**src/hdl/cpu_pkg.sv**
```systemverilog
`default_nettype none

package cpu_pkg;

  // datapath sizes
  localparam int word_w     = 16; // data and instruction word
  localparam int addr_w     = 6;  // program and data address
  localparam int prog_depth = 64; // program words
  localparam int data_depth = 64; // data ram words
  localparam int reg_count  = 32;
  localparam int reg_idx_w  = 5;  // low bits of the register byte

  // uart bit timing in clock cycles
  localparam int clk_per_bit = 8;
  localparam int cyc_cnt_w   = $clog2(clk_per_bit);

  // opcode byte values from the upper byte of the first instruction word
  typedef enum logic [7:0] {
    op_halt        = 8'h00,
    op_jmp         = 8'h01,
    op_ram2reg     = 8'h02,
    op_reg2ram     = 8'h03,
    op_num2reg     = 8'h04,
    op_regminusnum = 8'h06,
    op_out         = 8'h0F  // sends low byte of rd on the uart
  } opcode_e;

  // one decoded two-word instruction
  typedef struct packed {
    opcode_e               op;
    logic                  illegal; // opcode byte not in opcode_e
    logic [reg_idx_w-1:0]  rd;
    logic [word_w-1:0]     operand; // second word
  } decoded_instr_t;

  // program memory write port
  typedef struct packed {
    logic              en;
    logic [addr_w-1:0] addr;
    logic [word_w-1:0] data;
  } prog_load_t;

  // execute stage answer to the decoder
  typedef struct packed {
    logic              done;   // one cycle pulse
    logic              jump;   // take target instead of pc+2
    logic [addr_w-1:0] target;
    logic              stop;   // halt or illegal
  } exec_result_t;

endpackage

`default_nettype wire

```
**src/hdl/instr_decode.sv**
```systemverilog
`default_nettype none

// program memory, pc and two word fetch
// next fetch only after result.done
module instr_decode import cpu_pkg::*; (
  input  logic           clk,
  input  logic           rst,
  input  prog_load_t     load,
  input  logic           run,
  input  exec_result_t   result,
  output decoded_instr_t instr,   // held stable until done
  output logic           issue,   // one cycle pulse
  output logic           halted,
  output logic           illegal
);

  typedef enum logic [1:0] {
    idle,
    fetch_hi,  // read opcode/register word
    fetch_lo,  // read operand word and issue
    wait_exec
  } fetch_state_e;

  fetch_state_e      state;
  logic [addr_w-1:0] pc;
  logic [word_w-1:0] hi_word; // first word of current instruction
  logic [word_w-1:0] prog_mem [prog_depth];

  // split first word and flag unknown opcode bytes
  function automatic decoded_instr_t decode(input logic [word_w-1:0] hi,
                                            input logic [word_w-1:0] lo);
    decoded_instr_t d;
    logic [7:0]     op_byte;
    op_byte   = hi[word_w-1 -: 8];
    d.rd      = hi[reg_idx_w-1:0];  // low bits of register byte
    d.operand = lo;
    d.illegal = 1'b0;
    case (op_byte)
      op_halt, op_jmp, op_ram2reg, op_reg2ram,
      op_num2reg, op_regminusnum, op_out: d.op = opcode_e'(op_byte);
      default: begin
        d.op      = op_halt; // treated as a stop by execute
        d.illegal = 1'b1;
      end
    endcase
    return d;
  endfunction

  // program write port
  always_ff @(posedge clk) begin
    if (load.en) prog_mem[load.addr] <= load.data;
  end

  // instruction word registers
  always_ff @(posedge clk) begin
    if (state == fetch_hi) hi_word <= prog_mem[pc];
    if (state == fetch_lo) instr <= decode(hi_word, prog_mem[pc + addr_w'(1)]);
  end

  always_ff @(posedge clk) begin
    if (rst) begin
      state   <= idle;
      pc      <= '0;
      issue   <= 1'b0;
      halted  <= 1'b0;
      illegal <= 1'b0;
    end else begin
      issue <= 1'b0; // pulse
      case (state)
        idle: begin
          if (run) begin
            pc      <= '0;
            halted  <= 1'b0;
            illegal <= 1'b0;
            state   <= fetch_hi;
          end
        end
        fetch_hi: state <= fetch_lo;
        fetch_lo: begin
          issue <= 1'b1; // instr valid next cycle with it
          state <= wait_exec;
        end
        wait_exec: begin
          if (result.done) begin
            if (result.stop) begin
              state   <= idle;
              halted  <= 1'b1;
              illegal <= instr.illegal;
            end else begin
              pc    <= result.jump ? result.target : pc + addr_w'(2);
              state <= fetch_hi;
            end
          end
        end
      endcase
    end
  end

endmodule

`default_nettype wire

```
**src/hdl/exec_unit.sv**
```systemverilog
`default_nettype none

// register file, data ram and one op per issue
// out waits on tx_busy before firing tx_start
module exec_unit import cpu_pkg::*; (
  input  logic           clk,
  input  logic           rst,
  input  decoded_instr_t instr,
  input  logic           issue,
  input  logic           tx_busy,
  output exec_result_t   result,
  output logic           tx_start, // pulse with tx_byte valid
  output logic [7:0]     tx_byte
);

  typedef enum logic {
    ex_ready,
    ex_out_wait // out issued while serializer busy
  } exec_state_e;

  exec_state_e       state;
  logic [word_w-1:0] regs     [reg_count];
  logic [word_w-1:0] data_ram [data_depth];
  logic [addr_w-1:0] ram_addr;
  logic [word_w-1:0] rd_val;

  assign ram_addr = instr.operand[addr_w-1:0]; // low bits only
  assign rd_val   = regs[instr.rd];

  always_ff @(posedge clk) begin
    if (rst) begin
      state    <= ex_ready;
      result   <= '0;
      tx_start <= 1'b0;
      tx_byte  <= '0;
      for (int i = 0; i < reg_count; i++) regs[i] <= '0;
      for (int j = 0; j < data_depth; j++) data_ram[j] <= '0;
    end else begin
      result.done <= 1'b0; // pulses
      tx_start    <= 1'b0;
      case (state)
        ex_ready: begin
          if (issue) begin
            result.jump   <= 1'b0;
            result.stop   <= 1'b0;
            result.target <= ram_addr; // only used with jump
            if (instr.illegal) begin
              result.stop <= 1'b1;
              result.done <= 1'b1;
            end else begin
              case (instr.op)
                op_num2reg: begin
                  regs[instr.rd] <= instr.operand;
                  result.done    <= 1'b1;
                end
                op_ram2reg: begin
                  regs[instr.rd] <= data_ram[ram_addr];
                  result.done    <= 1'b1;
                end
                op_reg2ram: begin
                  data_ram[ram_addr] <= rd_val;
                  result.done        <= 1'b1;
                end
                op_regminusnum: begin
                  regs[instr.rd] <= rd_val - instr.operand; // wraps mod 2^16
                  result.done    <= 1'b1;
                end
                op_jmp: begin
                  result.jump <= 1'b1;
                  result.done <= 1'b1;
                end
                op_out: begin
                  if (tx_busy) begin
                    state <= ex_out_wait; // stall while decoder holds instr
                  end else begin
                    tx_start    <= 1'b1;
                    tx_byte     <= rd_val[7:0];
                    result.done <= 1'b1;
                  end
                end
                default: begin // op_halt
                  result.stop <= 1'b1;
                  result.done <= 1'b1;
                end
              endcase
            end
          end
        end
        ex_out_wait: begin
          if (!tx_busy) begin
            tx_start    <= 1'b1;
            tx_byte     <= rd_val[7:0];
            result.done <= 1'b1;
            state       <= ex_ready;
          end
        end
      endcase
    end
  end

endmodule

`default_nettype wire

```
**src/hdl/uart_result.sv**
```systemverilog
`default_nettype none

// 8n1 serializer sending lsb first
module uart_result import cpu_pkg::*; (
  input  logic       clk,
  input  logic       rst,
  input  logic       tx_start, // accepted only when idle
  input  logic [7:0] tx_byte,
  output logic       tx_busy,
  output logic       tx
);

  typedef enum logic [1:0] {
    idle,
    start_bit,
    data_bits,
    stop_bit
  } uart_state_e;

  uart_state_e          state;
  logic [2:0]           bit_cnt; // data bit index
  logic [cyc_cnt_w-1:0] cyc_cnt; // cycles within one bit
  logic [7:0]           shreg;   // frame payload
  logic                 bit_end;

  assign bit_end = cyc_cnt == cyc_cnt_w'(clk_per_bit - 1);
  assign tx_busy = state != idle; // high from cycle after tx_start

  // line level from state
  always_comb begin
    case (state)
      start_bit: tx = 1'b0;
      data_bits: tx = shreg[bit_cnt];
      default:   tx = 1'b1; // idle and stop bit
    endcase
  end

  always_ff @(posedge clk) begin
    if (state == idle && tx_start) shreg <= tx_byte;
  end

  always_ff @(posedge clk) begin
    if (rst) begin
      state   <= idle;
      bit_cnt <= '0;
      cyc_cnt <= '0;
    end else begin
      if (state == idle) begin
        cyc_cnt <= '0;
        bit_cnt <= '0;
        if (tx_start) state <= start_bit;
      end else begin
        cyc_cnt <= bit_end ? '0 : cyc_cnt + cyc_cnt_w'(1);
        if (bit_end) begin
          case (state)
            start_bit: state <= data_bits;
            data_bits: begin
              bit_cnt <= bit_cnt + 3'd1;
              if (bit_cnt == 3'd7) state <= stop_bit; // last data bit
            end
            default:   state <= idle; // stop bit done
          endcase
        end
      end
    end
  end

endmodule

`default_nettype wire

```
**src/hdl/cpu_top.sv**
```systemverilog
`default_nettype none

// small 16 bit register machine
// fetch/decode -> execute -> uart serializer
module cpu_top import cpu_pkg::*; (
  input  logic       clk,
  input  logic       rst,
  input  prog_load_t load,   // program writes only while idle
  input  logic       run,    // one cycle start pulse
  output logic       tx,     // 8n1 serial out
  output logic       halted,
  output logic       illegal
);

  decoded_instr_t instr;    // decode -> execute
  logic           issue;
  exec_result_t   result;   // execute -> decode
  logic           tx_start; // execute -> uart
  logic [7:0]     tx_byte;
  logic           tx_busy;  // uart back-pressure

  instr_decode instr_decode_i (
    .clk     (clk),
    .rst     (rst),
    .load    (load),
    .run     (run),
    .result  (result),
    .instr   (instr),
    .issue   (issue),
    .halted  (halted),
    .illegal (illegal)
  );

  exec_unit exec_unit_i (
    .clk      (clk),
    .rst      (rst),
    .instr    (instr),
    .issue    (issue),
    .tx_busy  (tx_busy),
    .result   (result),
    .tx_start (tx_start),
    .tx_byte  (tx_byte)
  );

  uart_result uart_result_i (
    .clk      (clk),
    .rst      (rst),
    .tx_start (tx_start),
    .tx_byte  (tx_byte),
    .tx_busy  (tx_busy),
    .tx       (tx)
  );

endmodule

`default_nettype wire

```
**config.mk**
```make
export PLATFORM = sky130hd
export DESIGN_NAME = cpu_top
export DESIGN_NICKNAME = d
export VERILOG_FILES = /design/src/hdl/cpu_pkg.sv /design/src/hdl/instr_decode.sv /design/src/hdl/exec_unit.sv /design/src/hdl/uart_result.sv /design/src/hdl/cpu_top.sv
export SDC_FILE = /design/constraint.sdc
export NUM_CORES = 2
export LEC_CHECK = 0
export ABC_AREA = 0
export BUFFER_PORTS_ARGS = -buffer_cell sky130_fd_sc_hd__buf_4
export CORE_MARGIN = 2
export CORE_UTILIZATION = 68
export CTS_CLUSTER_DIAMETER = 50
export DETAILED_ROUTE_END_ITERATION = 12
export PLACE_DENSITY_LB_ADDON = 0.3
export SLEW_MARGIN = 30
export SYNTH_ARGS = -nofsm -noshare
export SYNTH_HDL_FRONTEND = slang
export SYNTH_SLANG_ARGS = --single-unit
```
**constraint.sdc**
```tcl
create_clock -name clk -period 13.2 [get_ports clk]
set_input_delay 2.64 -clock clk [delete_from_list [all_inputs] [get_ports clk]]
set_output_delay 2.64 -clock clk [all_outputs]
set_load 0.01 [all_outputs]
```
## Yosys cells after proc, flatten, opt, wreduce, memory -nomap -nowiden

Memory sizes are Yosys's and may differ from the RTL's. A register that Yosys moved wholly into a read port is not among the register bits.
Index checks and enable logic that the tools add are counted.

| word-level totals | value |
|---|---|
| register bits | 60 |
| RAM bits | 2560 |
| input port bits | 26 |
| output and inout bits | 3 |
| logic and storage cells | 165 |
| memories | 3 |

| cells by class | value |
|---|---|
| add/sub/neg operators | 5 |
| order comparisons | 1 |
| equality and inequality tests | 28 |
| multiplexer cells | 86 |
| bitwise operators | 3 |
| reductions and logical operators | 20 |

Memory list:

| name | words | bits a word | rd ports | clocked after Yosys merged registers in | wr ports | line | source |
|---|---|---|---|---|---|---|---|
| exec_unit_i.data_ram | 64 | 16 | 1 | 0 | 64 | exec_unit.sv:23 | `logic [word_w-1:0] data_ram [data_depth];` |
| instr_decode_i.prog_mem | 64 | 16 | 2 | 2 | 1 | instr_decode.sv:27 | `logic [word_w-1:0] prog_mem [prog_depth];` |
| exec_unit_i.regs | 32 | 16 | 1 | 1 | 32 | exec_unit.sv:22 | `logic [word_w-1:0] regs [reg_count];` |

Operators with widths:

| operator | number |
|---|---|
| $mux W16 | 4 |
| $mux W1 | 53 |
| $eq A8 B2 Y1 const B | 4 |
| $eq A8 B3 Y1 const B | 4 |
| $mux W8 | 4 |
| $reduce_or A16 Y1 | 2 |
| $mux W6 | 5 |
| $eq A8 B1 Y1 const B | 2 |
| $eq A8 B4 Y1 const B | 2 |
| $pmux W8 S2 | 1 |
| $sub A16 B16 Y16 | 1 |
| $mux W2 | 6 |
| $ne A2 B2 Y1 const B | 6 |
| $pmux W1 S2 | 6 |
| $pmux W6 S2 | 1 |
| $mux W5 | 2 |
| $mux W9 | 1 |
| $logic_not A8 Y1 | 1 |
| $pmux W2 S4 | 1 |
| $reduce_and A4 Y1 | 2 |
| $reduce_or A7 Y1 | 1 |
| $add A3 B1 Y3 const B | 2 |
| $add A6 B1 Y6 const B | 1 |
| $add A6 B2 Y6 const B | 1 |
| other kinds (18) | 30 |

## Depth between registers and ports, before layout

| depth | value |
|---|---|
| word-level depth | 11 |
| mapped depth | 18 |
| depth with buffers taken out | 13 |

## Cells and area by module

From an unflattened synthesis, not the netlist that was laid out.

| unflattened totals | value |
|---|---|
| cell total of the unflattened synthesis | 5254 |
| area total of the unflattened synthesis | 84394.7 um^2 |

By module, submodules not included:

| module | times used | cells an instance | area each (um^2) | seq. area each (um^2) |
|---|---|---|---|---|
| instr_decode | 1 | 2490 | 48439.0 | 32260.9 |
| exec_unit | 1 | 2711 | 35248.8 | 23442.5 |
| uart_result | 1 | 53 | 706.9 | 400.4 |

## Worst setup path after synthesis

Ideal clock, no wire load.

| path | value |
|---|---|
| kind | input to register |
| start | input port rst |
| end | memory exec_unit_i.regs[16][1], data pin |
| arrival | 4.803 ns |
| data required time | 12.939 ns |
| path slack | 8.136 ns |
| cell stages on the path | 12 |
| buffers on the path | 5 |
| cells stage by stage | clkbuf_1 nor3b_1 or4b_1 buf_6 nor3_4 buf_6 a21oi_1 a21oi_2 or2_1 buf_6 buf_12 nor2_4 |

RTL lines:

| what | line | source |
|---|---|---|
| from (decl) | cpu_top.sv:7 | `input logic rst,` |
| to (decl) | exec_unit.sv:22 |  |

==> reports/results.txt <==
Worst-path fanout max - 66
Critical path endpoint category - flip-flop
Post-layout net count - 4814
Hold path endpoint - uart_result_i.shreg[0]
# rows - 125
Mean Syn Cell Area - 16.9 um^2
Synthesized netlist cell count - 4752
1st-iter DRT viols - 7857
Max incr delay on CP - 0.78 ns
Number of remaining DRC errors - 0
Maximum VDD drop - 0.231 mV
P per Cell Area - 156 mW/mm^2
Worst slew pin tran - 1.11 ns
# IOs - 29
Largest net degree at the start of global routing - 120
Worst hold stages - 0
HP Start - exec_unit_i.tx_byte[0]
Fin Setup TNS - 0 ns
R2R depth - 15
Fin crit period - 6.29 ns
Seq. cell area - 0.0560 mm^2
First-pass GRT wire length - 309 mm
Most used DFF post-synth - edfxtp_1
Setup bufs post-CTS - 0
Non-filler instance count after layout - 6441
Layout cells sized above 1 - 0.218
R2R Setup Slk - 6.91 ns
Final setup fails - 0
P_leak - 0.0281 uW
Worst-path cell chain - buf_4, mux4_2, mux4_2, mux2i_4, buf_4, inv_1, ha_1, nor2b_1, o21ai_0, a31oi_1, o41ai_1, xor2_1, o21a_1, buf_4, nor4b_1
Final hold vios - 0
Gpl congestion - 0.940
Synth Warn # - 0
Port bufs - 28
Unrepaired setup endpoints after global routing - no
# fillers - 6254
Sink Count - 1878
Post-Syn Area - 0.0802 mm^2
Post-synthesis register bit count - 1878
Main area contributors after synthesis - edfxtp_1, mux4_2, nor2_1, mux2i_1, dfxtp_1
Commonest non-fill, non-tap cell in the layout - edfxtp_1
Family with the most delay on the worst path - buffers and inverters
CTS-repair resized insts - 0
Routed vias/inst - 7.22
Post-Route WL - 209 mm
Clock Path Buffers - 3
Antenna cells - 0
Worst hold path class - flip-flop to flip-flop
Initial antenna violation count - 5
Die Y - 347 um
Status - finished, final reports clean
Worst r2r dst - exec_unit_i.regs[13][7]
Crit path launch type - flip-flop
CP max-delay cell - buf_4
Setup CP Type - flip-flop to flip-flop
Critical path arrival - 6.88 ns
Worst slew margin - 0.249
Hold-fix buffers, CTS - 0
Via count - 46487
Total track usage - 0.353
Initial Util - 0.688
Htree depth - 4
Max Slew Vio Count - 0
Die width - 347 um
Number of flops mapped to enable cells by yosys - 1835
CTS buffer count - 184
Fin crit share - 0.476
Detailed placement HPWL - 118 mm
Die area - 0.121 mm^2
First-pass DRT Iterations - 8
Routed Antenna Nets - 0
CTS tree - yes
Critical Path RT - 13.79 ns
Top cell by count, worst path - buf_4
MaxCap Viol Count - 0
Clk_lat worst skew - 0.84 ns
Max Fclk - 0.159 GHz
Most frequent cells in the layout - edfxtp_1, nor2_1, mux4_2
WP buf/inv - 4
Sequential share of the synthesized area - 0.698
Placed Cells - 6101
Clk slew on worst S/H paths - 0.06 ns
Worst Clk Skew - 0.0435 ns
Vias in the first global route - 46617
Core Area - 0.117 mm^2
Mean routed wirelength per cell - 32.5 um
Async SR Flop Fraction - 0
Synth area leader - edfxtp_1
Overall power - 13700 uW
Post-synth top area share - 0.687
Gr ovfl total - 0
Multi-input logic area - 0.0229 mm^2
Yosys cell types - 80
Area grow syn2layout - 9.81%
Clk root buf - clkbuf_16
-- layer usage --
metal / share of wire / vias up / track usage
met5: 0.00033 / - / 0
met1: 0.33 / 23238 / 0.466
met2: 0.49 / 3723 / 0.568
met4: 0.057 / 10 / 0.174
met3: 0.12 / 740 / 0.0762
li1: - / 18776 / -
-- report_power, final --
group	total, uW	internal, uW	switching (uW)
sequential	6780	6680	102
combinational	1820	493	1330
clock	5090	2850	2240
-- logic make-up (layout without fill, tap and decap cells) --
kind of cell             count (synthesis)  count (layout)  share of synthesized area
multiplexers                           725             725                      0.164
buffers and inverters                  372             534                     0.0206
adder cells (fa/ha/maj)                 22              22                    0.00353
XOR/XNOR                                13              13                    0.00142
flip-flops                            1878            1878                      0.698
other                                    1               4                  0.0000468
AO/OA/AOI/OAI                          452             452                     0.0377
AND/OR/NAND/NOR                       1289            1289                     0.0748
-- how the worst max path moves through the flow --
stage / slack (ns) / end / start / depth (start not counted)
CTS: 6.91 / exec_unit_i.regs[13][7] / flip-flop / 15
global route: 6.55 / exec_unit_i.regs[13][7] / flip-flop / 15
global placement: 6.71 / exec_unit_i.regs[17][6] / flip-flop / 15
finish: 6.91 / exec_unit_i.regs[13][7] / flip-flop / 15
floorplan: 8.14 / exec_unit_i.regs[16][1] / rst / 12
detailed placement: 6.78 / exec_unit_i.regs[31][1] / rst / 9
-- cell type report --
type                       count  share of cell area
clock buffer                 238              0.0563
timing repair buffer         167              0.0151
multi-input combinational   2505               0.260
inverter                      30             0.00128
clock inverter                99             0.00940
sequential                  1878               0.636
tap                         1524              0.0217
-- synthesized netlist by cell type (11+ instances only) --
| library cell | number |
|---|---|
| a211oi_1 | 34 |
| a21oi_1 | 106 |
| a221o_1 | 11 |
| a221oi_1 | 53 |
| a22oi_1 | 31 |
| buf_1 | 50 |
| buf_2 | 116 |
| clkbuf_1 | 160 |
| dfxtp_1 | 43 |
| edfxtp_1 | 1835 |
| ha_1 | 21 |
| inv_1 | 27 |
| mux2_2 | 55 |
| mux2i_1 | 207 |
| mux4_2 | 463 |
| nand2_1 | 159 |
| nand2_2 | 22 |
| nand2b_1 | 106 |
| nand3_1 | 31 |
| nor2_1 | 747 |
| nor2_4 | 20 |
| nor2b_1 | 23 |
| nor3_1 | 75 |
| nor4b_1 | 32 |
| o21ai_0 | 90 |
| o221ai_1 | 25 |
| o22ai_1 | 42 |
-- stage by stage --
| step | instance area, um^2 | setup slack (ns) | utilization | hold slack, ns |
|---|---|---|---|---|
| 6_report | 88000 | 6.91 | 0.755 | 0.434 |
| 5_1_grt | 88000 | 6.55 | 0.755 | 0.446 |
| 4_1_cts | 88000 | 6.91 | 0.755 | 0.431 |
| 3_5_place_dp | 82200 | 6.78 | 0.705 | 0.417 |
| 3_3_place_gp | 82100 | 6.71 | 0.705 | 0.413 |
| 2_1_floorplan | 80200 | 8.14 | - | 0.405 |
-- sequential cells by signal, indices dropped and copies added, names as in the netlist, named ones only --
name	cells
exec_unit_i.regs	256
exec_unit_i.data_ram	512
uart_result_i.bit_cnt	3
uart_result_i.cyc_cnt	3
instr_decode_i.illegal	1
exec_unit_i.tx_start	1
exec_unit_i.tx_byte	8
exec_unit_i.state	1
instr_decode_i.instr	22
instr_decode_i.hi_word	13
instr_decode_i.pc	6
instr_decode_i.issue	1
exec_unit_i.result	9
instr_decode_i.halted	1
instr_decode_i.prog_mem	1024
uart_result_i.state	2
instr_decode_i.state	2
uart_result_i.shreg	8
-- worst reg2reg max path, stage by stage, from the launching register on --
cell and delay [ns]:
dfxtp_4 0.74, buf_4 0.68, mux4_2 0.61, mux4_2 0.54, mux2i_4 0.15, buf_4 0.78, inv_1 0.28, ha_1 0.37
nor2b_1 0.13, o21ai_0 0.24, a31oi_1 0.17, o41ai_1 0.34, xor2_1 0.15, o21a_1 0.19, buf_4 0.26, nor4b_1 0.44
(Power assumes the default switching activity.)
